<file path="config.mk">
export PLATFORM = sky130hd
export DESIGN_NAME = rv32i_core
export DESIGN_NICKNAME = d
export VERILOG_FILES = /design/src/rv32i_types_pkg.sv /design/src/alu.sv /design/src/branch_res.sv /design/src/control_unit.sv /design/src/execute_stage.sv /design/src/fetch_stage.sv /design/src/rv32i_core.sv /design/src/rv32i_reg_file.sv
export SDC_FILE = /design/constraint.sdc
export NUM_CORES = 2
export LEC_CHECK = 0
export BUFFER_PORTS_ARGS = -buffer_cell sky130_fd_sc_hd__buf_2
export CORE_ASPECT_RATIO = 1.4
export CORE_UTILIZATION = 30
export CTS_BUF_LIST = sky130_fd_sc_hd__clkbuf_2
export DETAILED_ROUTE_END_ITERATION = 8
export HOLD_SLACK_MARGIN = 0.05
export PLACE_DENSITY = 0.41
export SYNTH_ARGS = -nofsm -noshare
export SYNTH_HDL_FRONTEND = slang
export SYNTH_SLANG_ARGS = --single-unit
</file>
<file path="constraint.sdc">
create_clock -name CLK -period 11.3 [get_ports CLK]
set_clock_uncertainty 0.15 [all_clocks]
set_input_delay 1.695 -clock CLK [delete_from_list [all_inputs] [get_ports CLK]]
set_output_delay 1.695 -clock CLK [all_outputs]
set_load 0.05 [all_outputs]
</file>
<file path="src/rv32i_types_pkg.sv">
// RV32I shared types
`default_nettype none

package rv32i_types_pkg;

  // Basic data word
  typedef logic [31:0] word_t;

  // Major opcodes
  localparam logic [6:0] OP_LUI    = 7'b0110111;
  localparam logic [6:0] OP_AUIPC  = 7'b0010111;
  localparam logic [6:0] OP_JAL    = 7'b1101111;
  localparam logic [6:0] OP_JALR   = 7'b1100111;
  localparam logic [6:0] OP_BRANCH = 7'b1100011;
  localparam logic [6:0] OP_LOAD   = 7'b0000011;
  localparam logic [6:0] OP_STORE  = 7'b0100011;
  localparam logic [6:0] OP_IMM    = 7'b0010011;
  localparam logic [6:0] OP_REG    = 7'b0110011;

  // Reserved halt word and start address
  localparam word_t HALT_INSTR = 32'hffff_ffff;
  localparam word_t RESET_PC   = 32'h0000_0000;

  typedef enum logic [3:0] {
    ALU_ADD  = 4'd0,
    ALU_SUB  = 4'd1,
    ALU_AND  = 4'd2,
    ALU_OR   = 4'd3,
    ALU_XOR  = 4'd4,
    ALU_SLL  = 4'd5,
    ALU_SRL  = 4'd6,
    ALU_SRA  = 4'd7,
    ALU_SLT  = 4'd8,
    ALU_SLTU = 4'd9
  } alu_op_t;

  // Encodings follow funct3 of the branch group
  typedef enum logic [2:0] {
    BEQ  = 3'b000,
    BNE  = 3'b001,
    BLT  = 3'b100,
    BGE  = 3'b101,
    BLTU = 3'b110,
    BGEU = 3'b111
  } branch_t;

  // Load funct3, reused as store width
  typedef enum logic [2:0] {
    LB  = 3'b000,
    LH  = 3'b001,
    LW  = 3'b010,
    LBU = 3'b100,
    LHU = 3'b101
  } load_t;

  // Decoded control word
  typedef struct packed {
    logic [4:0]  rs1;
    logic [4:0]  rs2;
    logic [4:0]  rd;
    alu_op_t     alu_op;
    logic [1:0]  alu_a_sel;    // 0 rs1, 1 pc, 2 zero
    logic [1:0]  alu_b_sel;    // 0 rs2, 1 imm_I, 2 imm_U, 3 imm_S
    logic [2:0]  w_sel;        // 0 load, 1 pc4, 2 imm_U, 3 alu
    logic        wen;
    logic        dren;
    logic        dwen;
    load_t       load_type;
    logic        branch;
    branch_t     branch_type;
    logic        jump;
    logic        j_sel;        // 1 for JAL, 0 for JALR
    logic [11:0] imm_I;
    logic [11:0] imm_S;
    logic [12:0] imm_SB;       // Low zero bit included
    logic [20:0] imm_UJ;       // Low zero bit included
    logic [19:0] imm_U;        // Upper 20 bits only
    logic        halt;
    logic        illegal;
  } ctrl_t;

  // Fetch to execute pipeline register
  typedef struct packed {
    word_t instr;
    word_t pc;
    word_t pc4;
    logic  valid;
  } fetch_ex_reg_t;

  // Data bus request
  typedef struct packed {
    logic       ren;
    logic       wen;
    word_t      addr;
    logic [3:0] byte_en;
    word_t      wdata;
  } dbus_req_t;

endpackage

`default_nettype wire

</file>
<file path="src/alu.sv">
// RV32I integer ALU
`timescale 1ns/1ns
`default_nettype none

module alu (
  input  rv32i_types_pkg::alu_op_t alu_op,
  input  rv32i_types_pkg::word_t   port_a,
  input  rv32i_types_pkg::word_t   port_b,
  output rv32i_types_pkg::word_t   port_out
);

  logic [4:0] shamt;

  // Shifts use only the low five bits
  assign shamt = port_b[4:0];

  always_comb begin
    case (alu_op)
      rv32i_types_pkg::ALU_ADD:  port_out = port_a + port_b;
      rv32i_types_pkg::ALU_SUB:  port_out = port_a - port_b;
      rv32i_types_pkg::ALU_AND:  port_out = port_a & port_b;
      rv32i_types_pkg::ALU_OR:   port_out = port_a | port_b;
      rv32i_types_pkg::ALU_XOR:  port_out = port_a ^ port_b;
      rv32i_types_pkg::ALU_SLL:  port_out = port_a << shamt;
      rv32i_types_pkg::ALU_SRL:  port_out = port_a >> shamt;
      // Arithmetic shift keeps the sign
      rv32i_types_pkg::ALU_SRA:  port_out = $signed(port_a) >>> shamt;
      rv32i_types_pkg::ALU_SLT:  port_out = {31'b0, $signed(port_a) < $signed(port_b)};
      rv32i_types_pkg::ALU_SLTU: port_out = {31'b0, port_a < port_b};
      default:                   port_out = '0;
    endcase
  end

endmodule

`default_nettype wire

</file>
<file path="src/branch_res.sv">
// Branch condition and target
`timescale 1ns/1ns
`default_nettype none

module branch_res (
  input  rv32i_types_pkg::word_t   rs1_data,
  input  rv32i_types_pkg::word_t   rs2_data,
  input  rv32i_types_pkg::word_t   pc,
  input  rv32i_types_pkg::word_t   imm_sb,
  input  rv32i_types_pkg::branch_t branch_type,
  output logic                     branch_taken,
  output rv32i_types_pkg::word_t   branch_addr
);

  logic eq;
  logic lt_s;
  logic lt_u;

  // Shared comparators
  assign eq   = (rs1_data == rs2_data);
  assign lt_s = ($signed(rs1_data) < $signed(rs2_data));
  assign lt_u = (rs1_data < rs2_data);

  always_comb begin
    case (branch_type)
      rv32i_types_pkg::BEQ:  branch_taken = eq;
      rv32i_types_pkg::BNE:  branch_taken = !eq;
      rv32i_types_pkg::BLT:  branch_taken = lt_s;
      rv32i_types_pkg::BGE:  branch_taken = !lt_s;
      rv32i_types_pkg::BLTU: branch_taken = lt_u;
      rv32i_types_pkg::BGEU: branch_taken = !lt_u;
      default:               branch_taken = 1'b0;
    endcase
  end

  // PC-relative target
  assign branch_addr = pc + imm_sb;

endmodule

`default_nettype wire

</file>
<file path="src/control_unit.sv">
// Instruction decoder
`timescale 1ns/1ns
`default_nettype none

module control_unit (
  input  rv32i_types_pkg::word_t instr,
  output rv32i_types_pkg::ctrl_t ctrl
);

  logic [6:0] opcode;
  logic [2:0] funct3;
  logic [6:0] funct7;

  // ALU op from funct3 plus the alternate bit (instr[30])
  function automatic rv32i_types_pkg::alu_op_t decode_alu(input logic [2:0] f3,
                                                          input logic alt);
    rv32i_types_pkg::alu_op_t op;
    case (f3)
      3'b000:  op = alt ? rv32i_types_pkg::ALU_SUB : rv32i_types_pkg::ALU_ADD;
      3'b001:  op = rv32i_types_pkg::ALU_SLL;
      3'b010:  op = rv32i_types_pkg::ALU_SLT;
      3'b011:  op = rv32i_types_pkg::ALU_SLTU;
      3'b100:  op = rv32i_types_pkg::ALU_XOR;
      3'b101:  op = alt ? rv32i_types_pkg::ALU_SRA : rv32i_types_pkg::ALU_SRL;
      3'b110:  op = rv32i_types_pkg::ALU_OR;
      default: op = rv32i_types_pkg::ALU_AND;
    endcase
    return op;
  endfunction

  assign opcode = instr[6:0];
  assign funct3 = instr[14:12];
  assign funct7 = instr[31:25];

  always_comb begin
    ctrl = '0;
    // Register fields and raw immediates
    ctrl.rs1    = instr[19:15];
    ctrl.rs2    = instr[24:20];
    ctrl.rd     = instr[11:7];
    ctrl.imm_I  = instr[31:20];
    ctrl.imm_S  = {instr[31:25], instr[11:7]};
    ctrl.imm_SB = {instr[31], instr[7], instr[30:25], instr[11:8], 1'b0};
    ctrl.imm_UJ = {instr[31], instr[19:12], instr[20], instr[30:21], 1'b0};
    ctrl.imm_U  = instr[31:12];
    ctrl.load_type   = rv32i_types_pkg::load_t'(funct3);
    ctrl.branch_type = rv32i_types_pkg::branch_t'(funct3);
    ctrl.halt = (instr == rv32i_types_pkg::HALT_INSTR);

    case (opcode)
      rv32i_types_pkg::OP_REG: begin
        ctrl.alu_op = decode_alu(funct3, funct7[5]);
        ctrl.wen    = 1'b1;
        ctrl.w_sel  = 3'd3;
        // Only add/sub and srl/sra have an alternate form
        ctrl.illegal = (funct7 != 7'b0000000) &&
                       !(funct7 == 7'b0100000 && (funct3 == 3'b000 || funct3 == 3'b101));
      end
      rv32i_types_pkg::OP_IMM: begin
        ctrl.alu_op    = decode_alu(funct3, (funct3 == 3'b101) && funct7[5]);
        ctrl.alu_b_sel = 2'd1;
        ctrl.wen       = 1'b1;
        ctrl.w_sel     = 3'd3;
      end
      rv32i_types_pkg::OP_LOAD: begin
        ctrl.alu_b_sel = 2'd1;
        ctrl.dren      = 1'b1;
        ctrl.wen       = 1'b1;
        ctrl.w_sel     = 3'd0;
        ctrl.illegal   = (funct3 == 3'b011) || (funct3[2:1] == 2'b11);
      end
      rv32i_types_pkg::OP_STORE: begin
        ctrl.alu_b_sel = 2'd3;
        ctrl.dwen      = 1'b1;
        ctrl.illegal   = funct3[2] || (funct3 == 3'b011);
      end
      rv32i_types_pkg::OP_BRANCH: begin
        ctrl.branch  = 1'b1;
        ctrl.illegal = (funct3[2:1] == 2'b01);
      end
      rv32i_types_pkg::OP_JAL: begin
        ctrl.jump  = 1'b1;
        ctrl.j_sel = 1'b1;
        ctrl.wen   = 1'b1;
        ctrl.w_sel = 3'd1;
      end
      rv32i_types_pkg::OP_JALR: begin
        ctrl.jump    = 1'b1;
        ctrl.wen     = 1'b1;
        ctrl.w_sel   = 3'd1;
        ctrl.illegal = (funct3 != 3'b000);
      end
      rv32i_types_pkg::OP_LUI: begin
        ctrl.wen   = 1'b1;
        ctrl.w_sel = 3'd2;
      end
      rv32i_types_pkg::OP_AUIPC: begin
        ctrl.alu_a_sel = 2'd1;
        ctrl.alu_b_sel = 2'd2;
        ctrl.wen       = 1'b1;
        ctrl.w_sel     = 3'd3;
      end
      // Halt word lands here too
      default: ctrl.illegal = 1'b1;
    endcase

    // Illegal words have no side effects
    if (ctrl.illegal) begin
      ctrl.wen    = 1'b0;
      ctrl.dren   = 1'b0;
      ctrl.dwen   = 1'b0;
      ctrl.branch = 1'b0;
      ctrl.jump   = 1'b0;
    end
  end

endmodule

`default_nettype wire

</file>
<file path="src/execute_stage.sv">
// Execute stage of the two-stage core
`timescale 1ns/1ns
`default_nettype none

module execute_stage (
  input  logic                          CLK,
  input  logic                          rst_n,
  input  rv32i_types_pkg::fetch_ex_reg_t fetch_ex,
  output rv32i_types_pkg::dbus_req_t    dmem_req,
  input  rv32i_types_pkg::word_t        dmem_rdata,
  input  logic                          dmem_busy,
  output logic                          redirect,
  output rv32i_types_pkg::word_t        brj_addr,
  output logic                          stall,
  output logic                          halt_req
);

  rv32i_types_pkg::ctrl_t ctrl;
  rv32i_types_pkg::word_t rs1_data;
  rv32i_types_pkg::word_t rs2_data;
  rv32i_types_pkg::word_t w_data;
  logic                   rf_wen;
  rv32i_types_pkg::word_t port_a;
  rv32i_types_pkg::word_t port_b;
  rv32i_types_pkg::word_t alu_out;
  rv32i_types_pkg::word_t imm_i_ext;
  rv32i_types_pkg::word_t imm_s_ext;
  rv32i_types_pkg::word_t imm_sb_ext;
  rv32i_types_pkg::word_t imm_uj_ext;
  rv32i_types_pkg::word_t imm_u_word;
  rv32i_types_pkg::word_t jump_addr;
  rv32i_types_pkg::word_t branch_addr;
  logic                   branch_taken;
  logic [1:0]             byte_offset;
  logic [3:0]             byte_en;
  logic                   mal_addr;
  rv32i_types_pkg::word_t load_shift;
  rv32i_types_pkg::word_t load_ext;

  control_unit cu (
    .instr (fetch_ex.instr),
    .ctrl  (ctrl)
  );

  rv32i_reg_file rf (
    .CLK      (CLK),
    .rst_n    (rst_n),
    .rs1      (ctrl.rs1),
    .rs2      (ctrl.rs2),
    .rs1_data (rs1_data),
    .rs2_data (rs2_data),
    .rd       (ctrl.rd),
    .w_data   (w_data),
    .wen      (rf_wen)
  );

  alu alu_i (
    .alu_op   (ctrl.alu_op),
    .port_a   (port_a),
    .port_b   (port_b),
    .port_out (alu_out)
  );

  branch_res br (
    .rs1_data     (rs1_data),
    .rs2_data     (rs2_data),
    .pc           (fetch_ex.pc),
    .imm_sb       (imm_sb_ext),
    .branch_type  (ctrl.branch_type),
    .branch_taken (branch_taken),
    .branch_addr  (branch_addr)
  );

  // Immediate sign extension
  assign imm_i_ext  = {{20{ctrl.imm_I[11]}}, ctrl.imm_I};
  assign imm_s_ext  = {{20{ctrl.imm_S[11]}}, ctrl.imm_S};
  assign imm_sb_ext = {{19{ctrl.imm_SB[12]}}, ctrl.imm_SB};
  assign imm_uj_ext = {{11{ctrl.imm_UJ[20]}}, ctrl.imm_UJ};
  assign imm_u_word = {ctrl.imm_U, 12'b0};

  // Operand A
  always_comb begin
    case (ctrl.alu_a_sel)
      2'd0:    port_a = rs1_data;
      2'd1:    port_a = fetch_ex.pc;
      default: port_a = '0;
    endcase
  end

  // Operand B, store offset on the last leg
  always_comb begin
    case (ctrl.alu_b_sel)
      2'd0:    port_b = rs2_data;
      2'd1:    port_b = imm_i_ext;
      2'd2:    port_b = imm_u_word;
      default: port_b = imm_s_ext;
    endcase
  end

  // JAL is pc relative, JALR clears bit 0
  assign jump_addr = ctrl.j_sel ? (fetch_ex.pc + imm_uj_ext)
                                : ((rs1_data + imm_i_ext) & ~32'd1);

  // Byte lane of the access
  assign byte_offset = alu_out[1:0];

  always_comb begin
    case (ctrl.load_type)
      rv32i_types_pkg::LB,
      rv32i_types_pkg::LBU: byte_en = 4'b0001 << byte_offset;
      rv32i_types_pkg::LH,
      rv32i_types_pkg::LHU: byte_en = byte_offset[1] ? 4'b1100 : 4'b0011;
      default:              byte_en = 4'b1111;
    endcase
  end

  // Halfwords need even, words need aligned
  always_comb begin
    case (ctrl.load_type)
      rv32i_types_pkg::LH,
      rv32i_types_pkg::LHU: mal_addr = byte_offset[0];
      rv32i_types_pkg::LW:  mal_addr = |byte_offset;
      default:              mal_addr = 1'b0;
    endcase
  end

  // Bus request, dropped when misaligned or empty
  always_comb begin
    dmem_req.ren     = fetch_ex.valid && ctrl.dren && !mal_addr;
    dmem_req.wen     = fetch_ex.valid && ctrl.dwen && !mal_addr;
    dmem_req.addr    = alu_out;
    dmem_req.byte_en = byte_en;
    // Replicate store data on every lane
    case (ctrl.load_type)
      rv32i_types_pkg::LB: dmem_req.wdata = {4{rs2_data[7:0]}};
      rv32i_types_pkg::LH: dmem_req.wdata = {2{rs2_data[15:0]}};
      default:             dmem_req.wdata = rs2_data;
    endcase
  end

  // Wait on the bus while a request is open
  assign stall = (dmem_req.ren || dmem_req.wen) && dmem_busy;

  // Move the addressed lane down to bit 0
  assign load_shift = dmem_rdata >> {byte_offset, 3'b000};

  always_comb begin
    case (ctrl.load_type)
      rv32i_types_pkg::LB:  load_ext = {{24{load_shift[7]}}, load_shift[7:0]};
      rv32i_types_pkg::LH:  load_ext = {{16{load_shift[15]}}, load_shift[15:0]};
      rv32i_types_pkg::LBU: load_ext = {24'b0, load_shift[7:0]};
      rv32i_types_pkg::LHU: load_ext = {16'b0, load_shift[15:0]};
      default:              load_ext = load_shift;
    endcase
  end

  // Write-back source
  always_comb begin
    case (ctrl.w_sel)
      3'd0:    w_data = load_ext;
      3'd1:    w_data = fetch_ex.pc4;
      3'd2:    w_data = imm_u_word;
      default: w_data = alu_out;
    endcase
  end

  // No write for bubbles, stalls or dropped loads
  assign rf_wen = fetch_ex.valid && ctrl.wen && !stall && !(ctrl.dren && mal_addr);

  // Not-taken is assumed, so redirect on taken branches and all jumps
  assign redirect = fetch_ex.valid && !stall && (ctrl.jump || (ctrl.branch && branch_taken));
  assign brj_addr = ctrl.jump ? jump_addr : branch_addr;

  assign halt_req = fetch_ex.valid && ctrl.halt;

endmodule

`default_nettype wire

</file>
<file path="src/fetch_stage.sv">
// Fetch stage and PC
`timescale 1ns/1ns
`default_nettype none

module fetch_stage (
  input  logic                           CLK,
  input  logic                           rst_n,
  output rv32i_types_pkg::word_t         imem_addr,
  input  rv32i_types_pkg::word_t         imem_rdata,
  input  logic                           redirect,
  input  rv32i_types_pkg::word_t         brj_addr,
  input  logic                           stall,
  input  logic                           halt_req,
  output logic                           halt,
  output rv32i_types_pkg::fetch_ex_reg_t fetch_ex
);

  rv32i_types_pkg::word_t pc;
  rv32i_types_pkg::word_t pc4;

  assign pc4       = pc + 32'd4;
  assign imem_addr = pc;

  always_ff @(posedge CLK) begin
    if (!rst_n) begin
      pc       <= rv32i_types_pkg::RESET_PC;
      fetch_ex <= '0;
      halt     <= 1'b0;
    end else begin
      // Sticky until reset
      if (halt_req) begin
        halt <= 1'b1;
      end
      if (!stall) begin
        if (halt || halt_req) begin
          // PC frozen, only bubbles from here on
          fetch_ex.valid <= 1'b0;
        end else if (redirect) begin
          pc             <= brj_addr;
          fetch_ex.valid <= 1'b0;
        end else begin
          pc             <= pc4;
          fetch_ex.instr <= imem_rdata;
          fetch_ex.pc    <= pc;
          fetch_ex.pc4   <= pc4;
          fetch_ex.valid <= 1'b1;
        end
      end
    end
  end

endmodule

`default_nettype wire

</file>
<file path="src/rv32i_core.sv">
// Two-stage RV32I core
`timescale 1ns/1ns
`default_nettype none

module rv32i_core (
  input  logic                       CLK,
  input  logic                       rst_n,
  output rv32i_types_pkg::word_t     imem_addr,
  input  rv32i_types_pkg::word_t     imem_rdata,
  output rv32i_types_pkg::dbus_req_t dmem_req,
  input  rv32i_types_pkg::word_t     dmem_rdata,
  input  logic                       dmem_busy,
  output logic                       halt
);

  rv32i_types_pkg::fetch_ex_reg_t fetch_ex;
  rv32i_types_pkg::word_t         brj_addr;
  logic                           redirect;
  logic                           stall;
  logic                           halt_req;

  fetch_stage fetch (
    .CLK        (CLK),
    .rst_n      (rst_n),
    .imem_addr  (imem_addr),
    .imem_rdata (imem_rdata),
    .redirect   (redirect),
    .brj_addr   (brj_addr),
    .stall      (stall),
    .halt_req   (halt_req),
    .halt       (halt),
    .fetch_ex   (fetch_ex)
  );

  execute_stage execute (
    .CLK        (CLK),
    .rst_n      (rst_n),
    .fetch_ex   (fetch_ex),
    .dmem_req   (dmem_req),
    .dmem_rdata (dmem_rdata),
    .dmem_busy  (dmem_busy),
    .redirect   (redirect),
    .brj_addr   (brj_addr),
    .stall      (stall),
    .halt_req   (halt_req)
  );

endmodule

`default_nettype wire

</file>
<file path="src/rv32i_reg_file.sv">
// Integer register file
`timescale 1ns/1ns
`default_nettype none

module rv32i_reg_file (
  input  logic                   CLK,
  input  logic                   rst_n,
  input  logic [4:0]             rs1,
  input  logic [4:0]             rs2,
  output rv32i_types_pkg::word_t rs1_data,
  output rv32i_types_pkg::word_t rs2_data,
  input  logic [4:0]             rd,
  input  rv32i_types_pkg::word_t w_data,
  input  logic                   wen
);

  // x0 has no storage
  rv32i_types_pkg::word_t regs [1:31];

  always_ff @(posedge CLK) begin
    if (!rst_n) begin
      for (int i = 1; i < 32; i++) begin
        regs[i] <= '0;
      end
    end else if (wen && (rd != 5'd0)) begin
      regs[rd] <= w_data;
    end
  end

  // Combinational reads, x0 forced to zero
  assign rs1_data = (rs1 == 5'd0) ? '0 : regs[rs1];
  assign rs2_data = (rs2 == 5'd0) ? '0 : regs[rs2];

endmodule

`default_nettype wire

</file>
After elaboration in Yosys (flattened, before gate mapping)
Memories as Yosys holds them, arrays and structs flattened. A register that Yosys moved wholly into a read port is not among the register bits. Cells that the tools add are included.

Logic and storage cells: 160. Bits in registers: 130. Memories: 1. Output and inout bits: 103. Bits in writable memories: 992.

Memories: execute.rf.regs (words 31, width 32, rd ports 2, clocked after Yosys merged registers in 2, wr ports 31, line rv32i_reg_file.sv:18) `rv32i_types_pkg::word_t regs [1:31];`.

Magnitude comparators: 4. Add/subtract/negate cells: 6. Shift operators: 5. Bitwise gates (word level): 6. Equal/unequal tests: 35. Muxes and demuxes: 47. Reduce and logical (&&, ||, !) cells: 50.

Operators by type and width (number): 32-bit one-hot mux with 10 select lines (1); 32-bit two-way mux (6); 32-bit one-hot mux with 3 select lines (2); 32-bit adder (4); 32-bit < comparator (4); 32-bit one-hot mux with 2 select lines (2); 32-bit one-hot mux with 4 select lines (1); 32-bit by 5-bit >> shifter with 32-bit output (2); 4-bit one-hot mux with 7 select lines (2); 32-bit by 3-bit adder with 32-bit output, second input constant (1); 32-bit AND (1); 32-bit == test (1); 32-bit == test, second input constant (1); 32-bit bitwise OR (1); 32-bit OR reduction (1); 32-bit by 5-bit left shift with 32-bit output (1); 32-bit by 5-bit >>> shifter with 32-bit output (1); 32-bit subtractor (1); 32-bit XOR (1); 7-bit by 6-bit == test with 1-bit output, second input constant (4); 5-bit two-way mux (5); 7-bit == test, second input constant (3); 1-bit two-way mux (19); 1-bit logical AND (17); 35 further kinds (71).

Longest topological paths before layout
Depth after elaboration: 22. Mapped depth: 33. Gate-level depth less buffers: 23.

Modules after synthesis
From an unflattened synthesis, not the netlist that was laid out.

Cell total of the unflattened synthesis: 7021. Area total of the unflattened synthesis: 78620.4 µm².

By module, submodules not included: rv32i_reg_file (cells an instance 3505, seq. area each 30749.5 µm², instances 1, area each 54214.5 µm²); alu (cells an instance 1247, seq. area each 0.0 µm², instances 1, area each 8513.2 µm²); execute_stage (cells an instance 1027, seq. area each 0.0 µm², instances 1, area each 6661.4 µm²); fetch_stage (cells an instance 731, seq. area each 2562.5 µm², instances 1, area each 5660.4 µm²); branch_res (cells an instance 335, seq. area each 0.0 µm², instances 1, area each 2391.0 µm²); control_unit (cells an instance 176, seq. area each 0.0 µm², instances 1, area each 1179.9 µm²).

Worst setup path after synthesis
No wires, ideal clock.

Path kind: register -> output. Start: register (tool-made name). End: output port dmem_req[33] (netlist name). Cell stages (with the launch flop): 28. Setup slack: 1.352 ns. Arrival time: 8.103 ns. Path buffers: 8. Data required time: 9.455 ns. Cells stage by stage: dfxtp_1 -> buf_2 -> buf_4 -> buf_4 -> buf_2 -> buf_1 -> buf_1 -> mux4_2 -> mux4_2 -> nand2_1 -> a21oi_1 -> inv_1 -> o21ai_0 -> ha_1 -> clkbuf_1 -> nand2b_1 -> a21oi_1 -> nor2_1 -> o211ai_1 -> a2111oi_0 -> o21ai_0 -> nand2_1 -> o21a_1 -> nor2_4 -> inv_2 -> buf_1 -> nor2_1 -> o21ai_0.

RTL lines: end, declared (line rv32i_core.sv:10) `output rv32i_types_pkg::dbus_req_t dmem_req,`.

==> results.sh <==
export IMPL_run_status="complete, but fails checks"
export IMPL_violations="slew limit"
export IMPL_synth_most_common_cell="edfxtp_1"
export IMPL_yosysTopAreaCell="edfxtp_1"
export IMPL_start_kind="flip-flop"
export IMPL_synth_top_cell_area_share_pct=40.67
export IMPL_final_cells=10610
export IMPL_clockBufferDepth=4
export IMPL_ant_nets=0
export IMPL_async_reset_ff_share_pct=0
export IMPL_vias_per_cell=6.082
export IMPL_slew_viol_final=1
export IMPL_placed_cells=10050
export IMPL_period_share_pct=97.24
export IMPL_dp_slack_ns=1.227
export IMPL_grt_overflow=0
export IMPL_dpl_hpwl_um=284500
export IMPL_clkTransAtPathRegs_ns=0.10
export IMPL_drive_above_1_share_pct=23.89
export IMPL_ys_warnings_count=0
export IMPL_fmax_mhz=91.01
export IMPL_core_area_sq_um=250100
export IMPL_yosys_register_bits=1162
export IMPL_netlist_top_cells_area="edfxtp_1 (41%), mux4_2 (15%), a21oi_1 (5.3%)"
export IMPL_end_kind="output pin"
export IMPL_rows=217
export IMPL_synth_edff_count=1024
export IMPL_worstMarginPinSlew_ns=1.558
export IMPL_cts_buffers=322
export IMPL_synth_cell_types=94
export IMPL_grt_pass1_wl_um=529700
export IMPL_grtUsageTotal_pct=29.83
export IMPL_fillers=25400
export IMPL_vias=64550
export IMPL_whs_ns=0.1893
export IMPL_yosysSeqAreaShare_pct=44.32
export IMPL_vdd_drop_max_mv=0.1314
export IMPL_dieWidth_um=426.3
export IMPL_hold_start="imem_rdata[9]"
export IMPL_gp_congestion=1.022
export IMPL_p_leak_nw=31.35
export IMPL_hold_class="input pin to flip-flop"
export IMPL_layout_nets=7375
export IMPL_cts_sinks=1162
export IMPL_avgSynthCellArea_sq_um=10.99
export IMPL_slew_headroom_pct=-3.846
export IMPL_initial_utilization_pct=30.24
export IMPL_setup_ws_ns=0.3118
export IMPL_portBuffers=169
export IMPL_cts_htree_levels=5
export IMPL_synth_commonest_cells="edfxtp_1 (1024), a21oi_1 (807), nor2_1 (685), nand2_1 (575), mux4_2 (517)"
export IMPL_die_area_sq_um=254100
export IMPL_grt_max_degree=98
export IMPL_maxCapViolations=0
export IMPL_remaining_drc_errors=0
export IMPL_post_route_util_pct=33.87
export IMPL_setup_violations=0
export IMPL_netlist_area_sq_um=75610
export IMPL_path_max_fanout=30
export IMPL_worst_ep_required_time_ns=9.46
export IMPL_clk_latency_ns=1.71
export IMPL_crit_type="flip-flop to output pin"
export IMPL_period_minus_slack_ns=10.99
export IMPL_crit_arrival_ns=9.14
export IMPL_grt_pass1_vias=63000
export IMPL_final_hold_violation_count=0
export IMPL_cts_root_buf="clkbuf_2"
export IMPL_synthCells=6880
export IMPL_wl_per_cell_um=36.55
export IMPL_drtPass1Iterations=6
export IMPL_drt_initial_drc_count=7351
export IMPL_syn_to_final_growth_pct=12.03
export IMPL_cts_tree="yes"
export IMPL_ios=170
export IMPL_die_h_um=596.0
export IMPL_power_density_nw_per_um2=161.1
export IMPL_routed_wirelength_um=387900
export IMPL_ys_flop_type="edfxtp_1"
export IMPL_antenna_found_initial=16
worst max-delay path, cell delays in order (launching register included):
cell and delay, ns:
dfxtp_4 0.70, buf_4 0.36, or3b_1 0.51, buf_4 0.26, o22ai_1 0.57, a211o_1 0.28
o31a_1 0.63, inv_1 0.15, ha_1 0.40, inv_1 0.09, a21oi_1 0.40, o211ai_1 0.20
a2111oi_0 0.51, buf_4 0.22, o21ai_0 0.24, a41o_1 0.38, a211o_1 0.30, o221ai_1 0.20
xnor2_1 0.09, o21ai_0 0.52, buf_2 0.39
state kept, by name, indices dropped and copies added (netlist names), named ones only:
name / cells
execute.rf.regs: 1024
fetch.fetch_ex: 95
fetch.halt: 1
fetch.imem_addr: 32
timing repair:
| action | 4_1_cts | 5_1_grt |
|---|---|---|
| hold endpoints to repair | 14 | 0 |
| setup endpoints to repair | 0 | 5 |
| buffers inserted | 0 | 1 |
| hold buffers | 14 | 0 |
| resized for setup | 0 | 3 |
layer usage:
metal	track usage, %	share of wire [%]	vias to the layer above
li1	-	-	26950
met1	35.47	37	33330
met2	49.49	48	3422
met3	4.811	7.0	826
met4	19.76	7.7	14
met5	0	0.027	-
area by class of cell:
cell class | instances | area, sq um | share of cell area [%]
Tap cell | 3285 | 4110 | 4.853
Clock inverter | 85 | 536.8 | 0.6337
Multi-Input combinational cell | 4922 | 39340 | 46.45
Clock buffer | 456 | 2282 | 2.694
Antenna cell | 11 | 27.53 | 0.03250
Inverter | 164 | 615.6 | 0.7268
Sequential cell | 1162 | 33550 | 39.61
Timing Repair Buffer | 528 | 4240 | 5.006
per-stage QoR:
stage               power, mW   TNS, ns  instance area [sq um]
global route            14.09  -0.03030                  84690
global placement        10.44         0                  81660
CTS                     13.62         0                  84630
detailed placement      10.41         0                  81670
floorplan               8.032         0                  75720
finish                  13.65         0                  84700
final timing paths:
path	endpoint	slack [ns]	depth (start not counted)
max	dmem_req[66]	0.31	20
min	fetch.fetch_ex[74]	0.19	3
max reg2reg	fetch.fetch_ex[84]	1.15	23
min reg2reg	fetch.fetch_ex[1]	0.36	2
placed cells by master, fill, tap and decap left out, types with 67 or more instances in the layout:
cell type / count
a21o_1: 76
nor2_1: 676
buf_2: 168
o21ai_0: 260
mux4_2: 517
nor3_1: 178
edfxtp_1: 1024
nand3_1: 73
buf_4: 291
a22oi_1: 72
a21oi_1: 803
ha_1: 203
nand2_1: 543
dfxtp_1: 125
clkbuf_2: 456
o22ai_1: 105
mux2i_1: 277
a21boi_0: 90
a211oi_1: 67
inv_1: 150
power breakdown:
part | internal [mW] | switching, mW
Combinational | 1.50 | 3.97
Clock | 1.23 | 1.97
Sequential | 4.83 | 0.145
Total | 7.56 | 6.08
cells by family after synthesis:
family / Yosys count / synth area share, %
AO/OA/AOI/OAI: 1920 / 15.97
multiplexers: 836 / 19.69
AND/OR/NAND/NOR: 1822 / 10.57
adder cells (fa/ha/maj): 208 / 3.492
XOR/XNOR: 104 / 1.205
flip-flops: 1162 / 44.32
buffers and inverters: 827 / 4.740
other: 1 / 0.004960
Power figures use the tool's default switching activity.
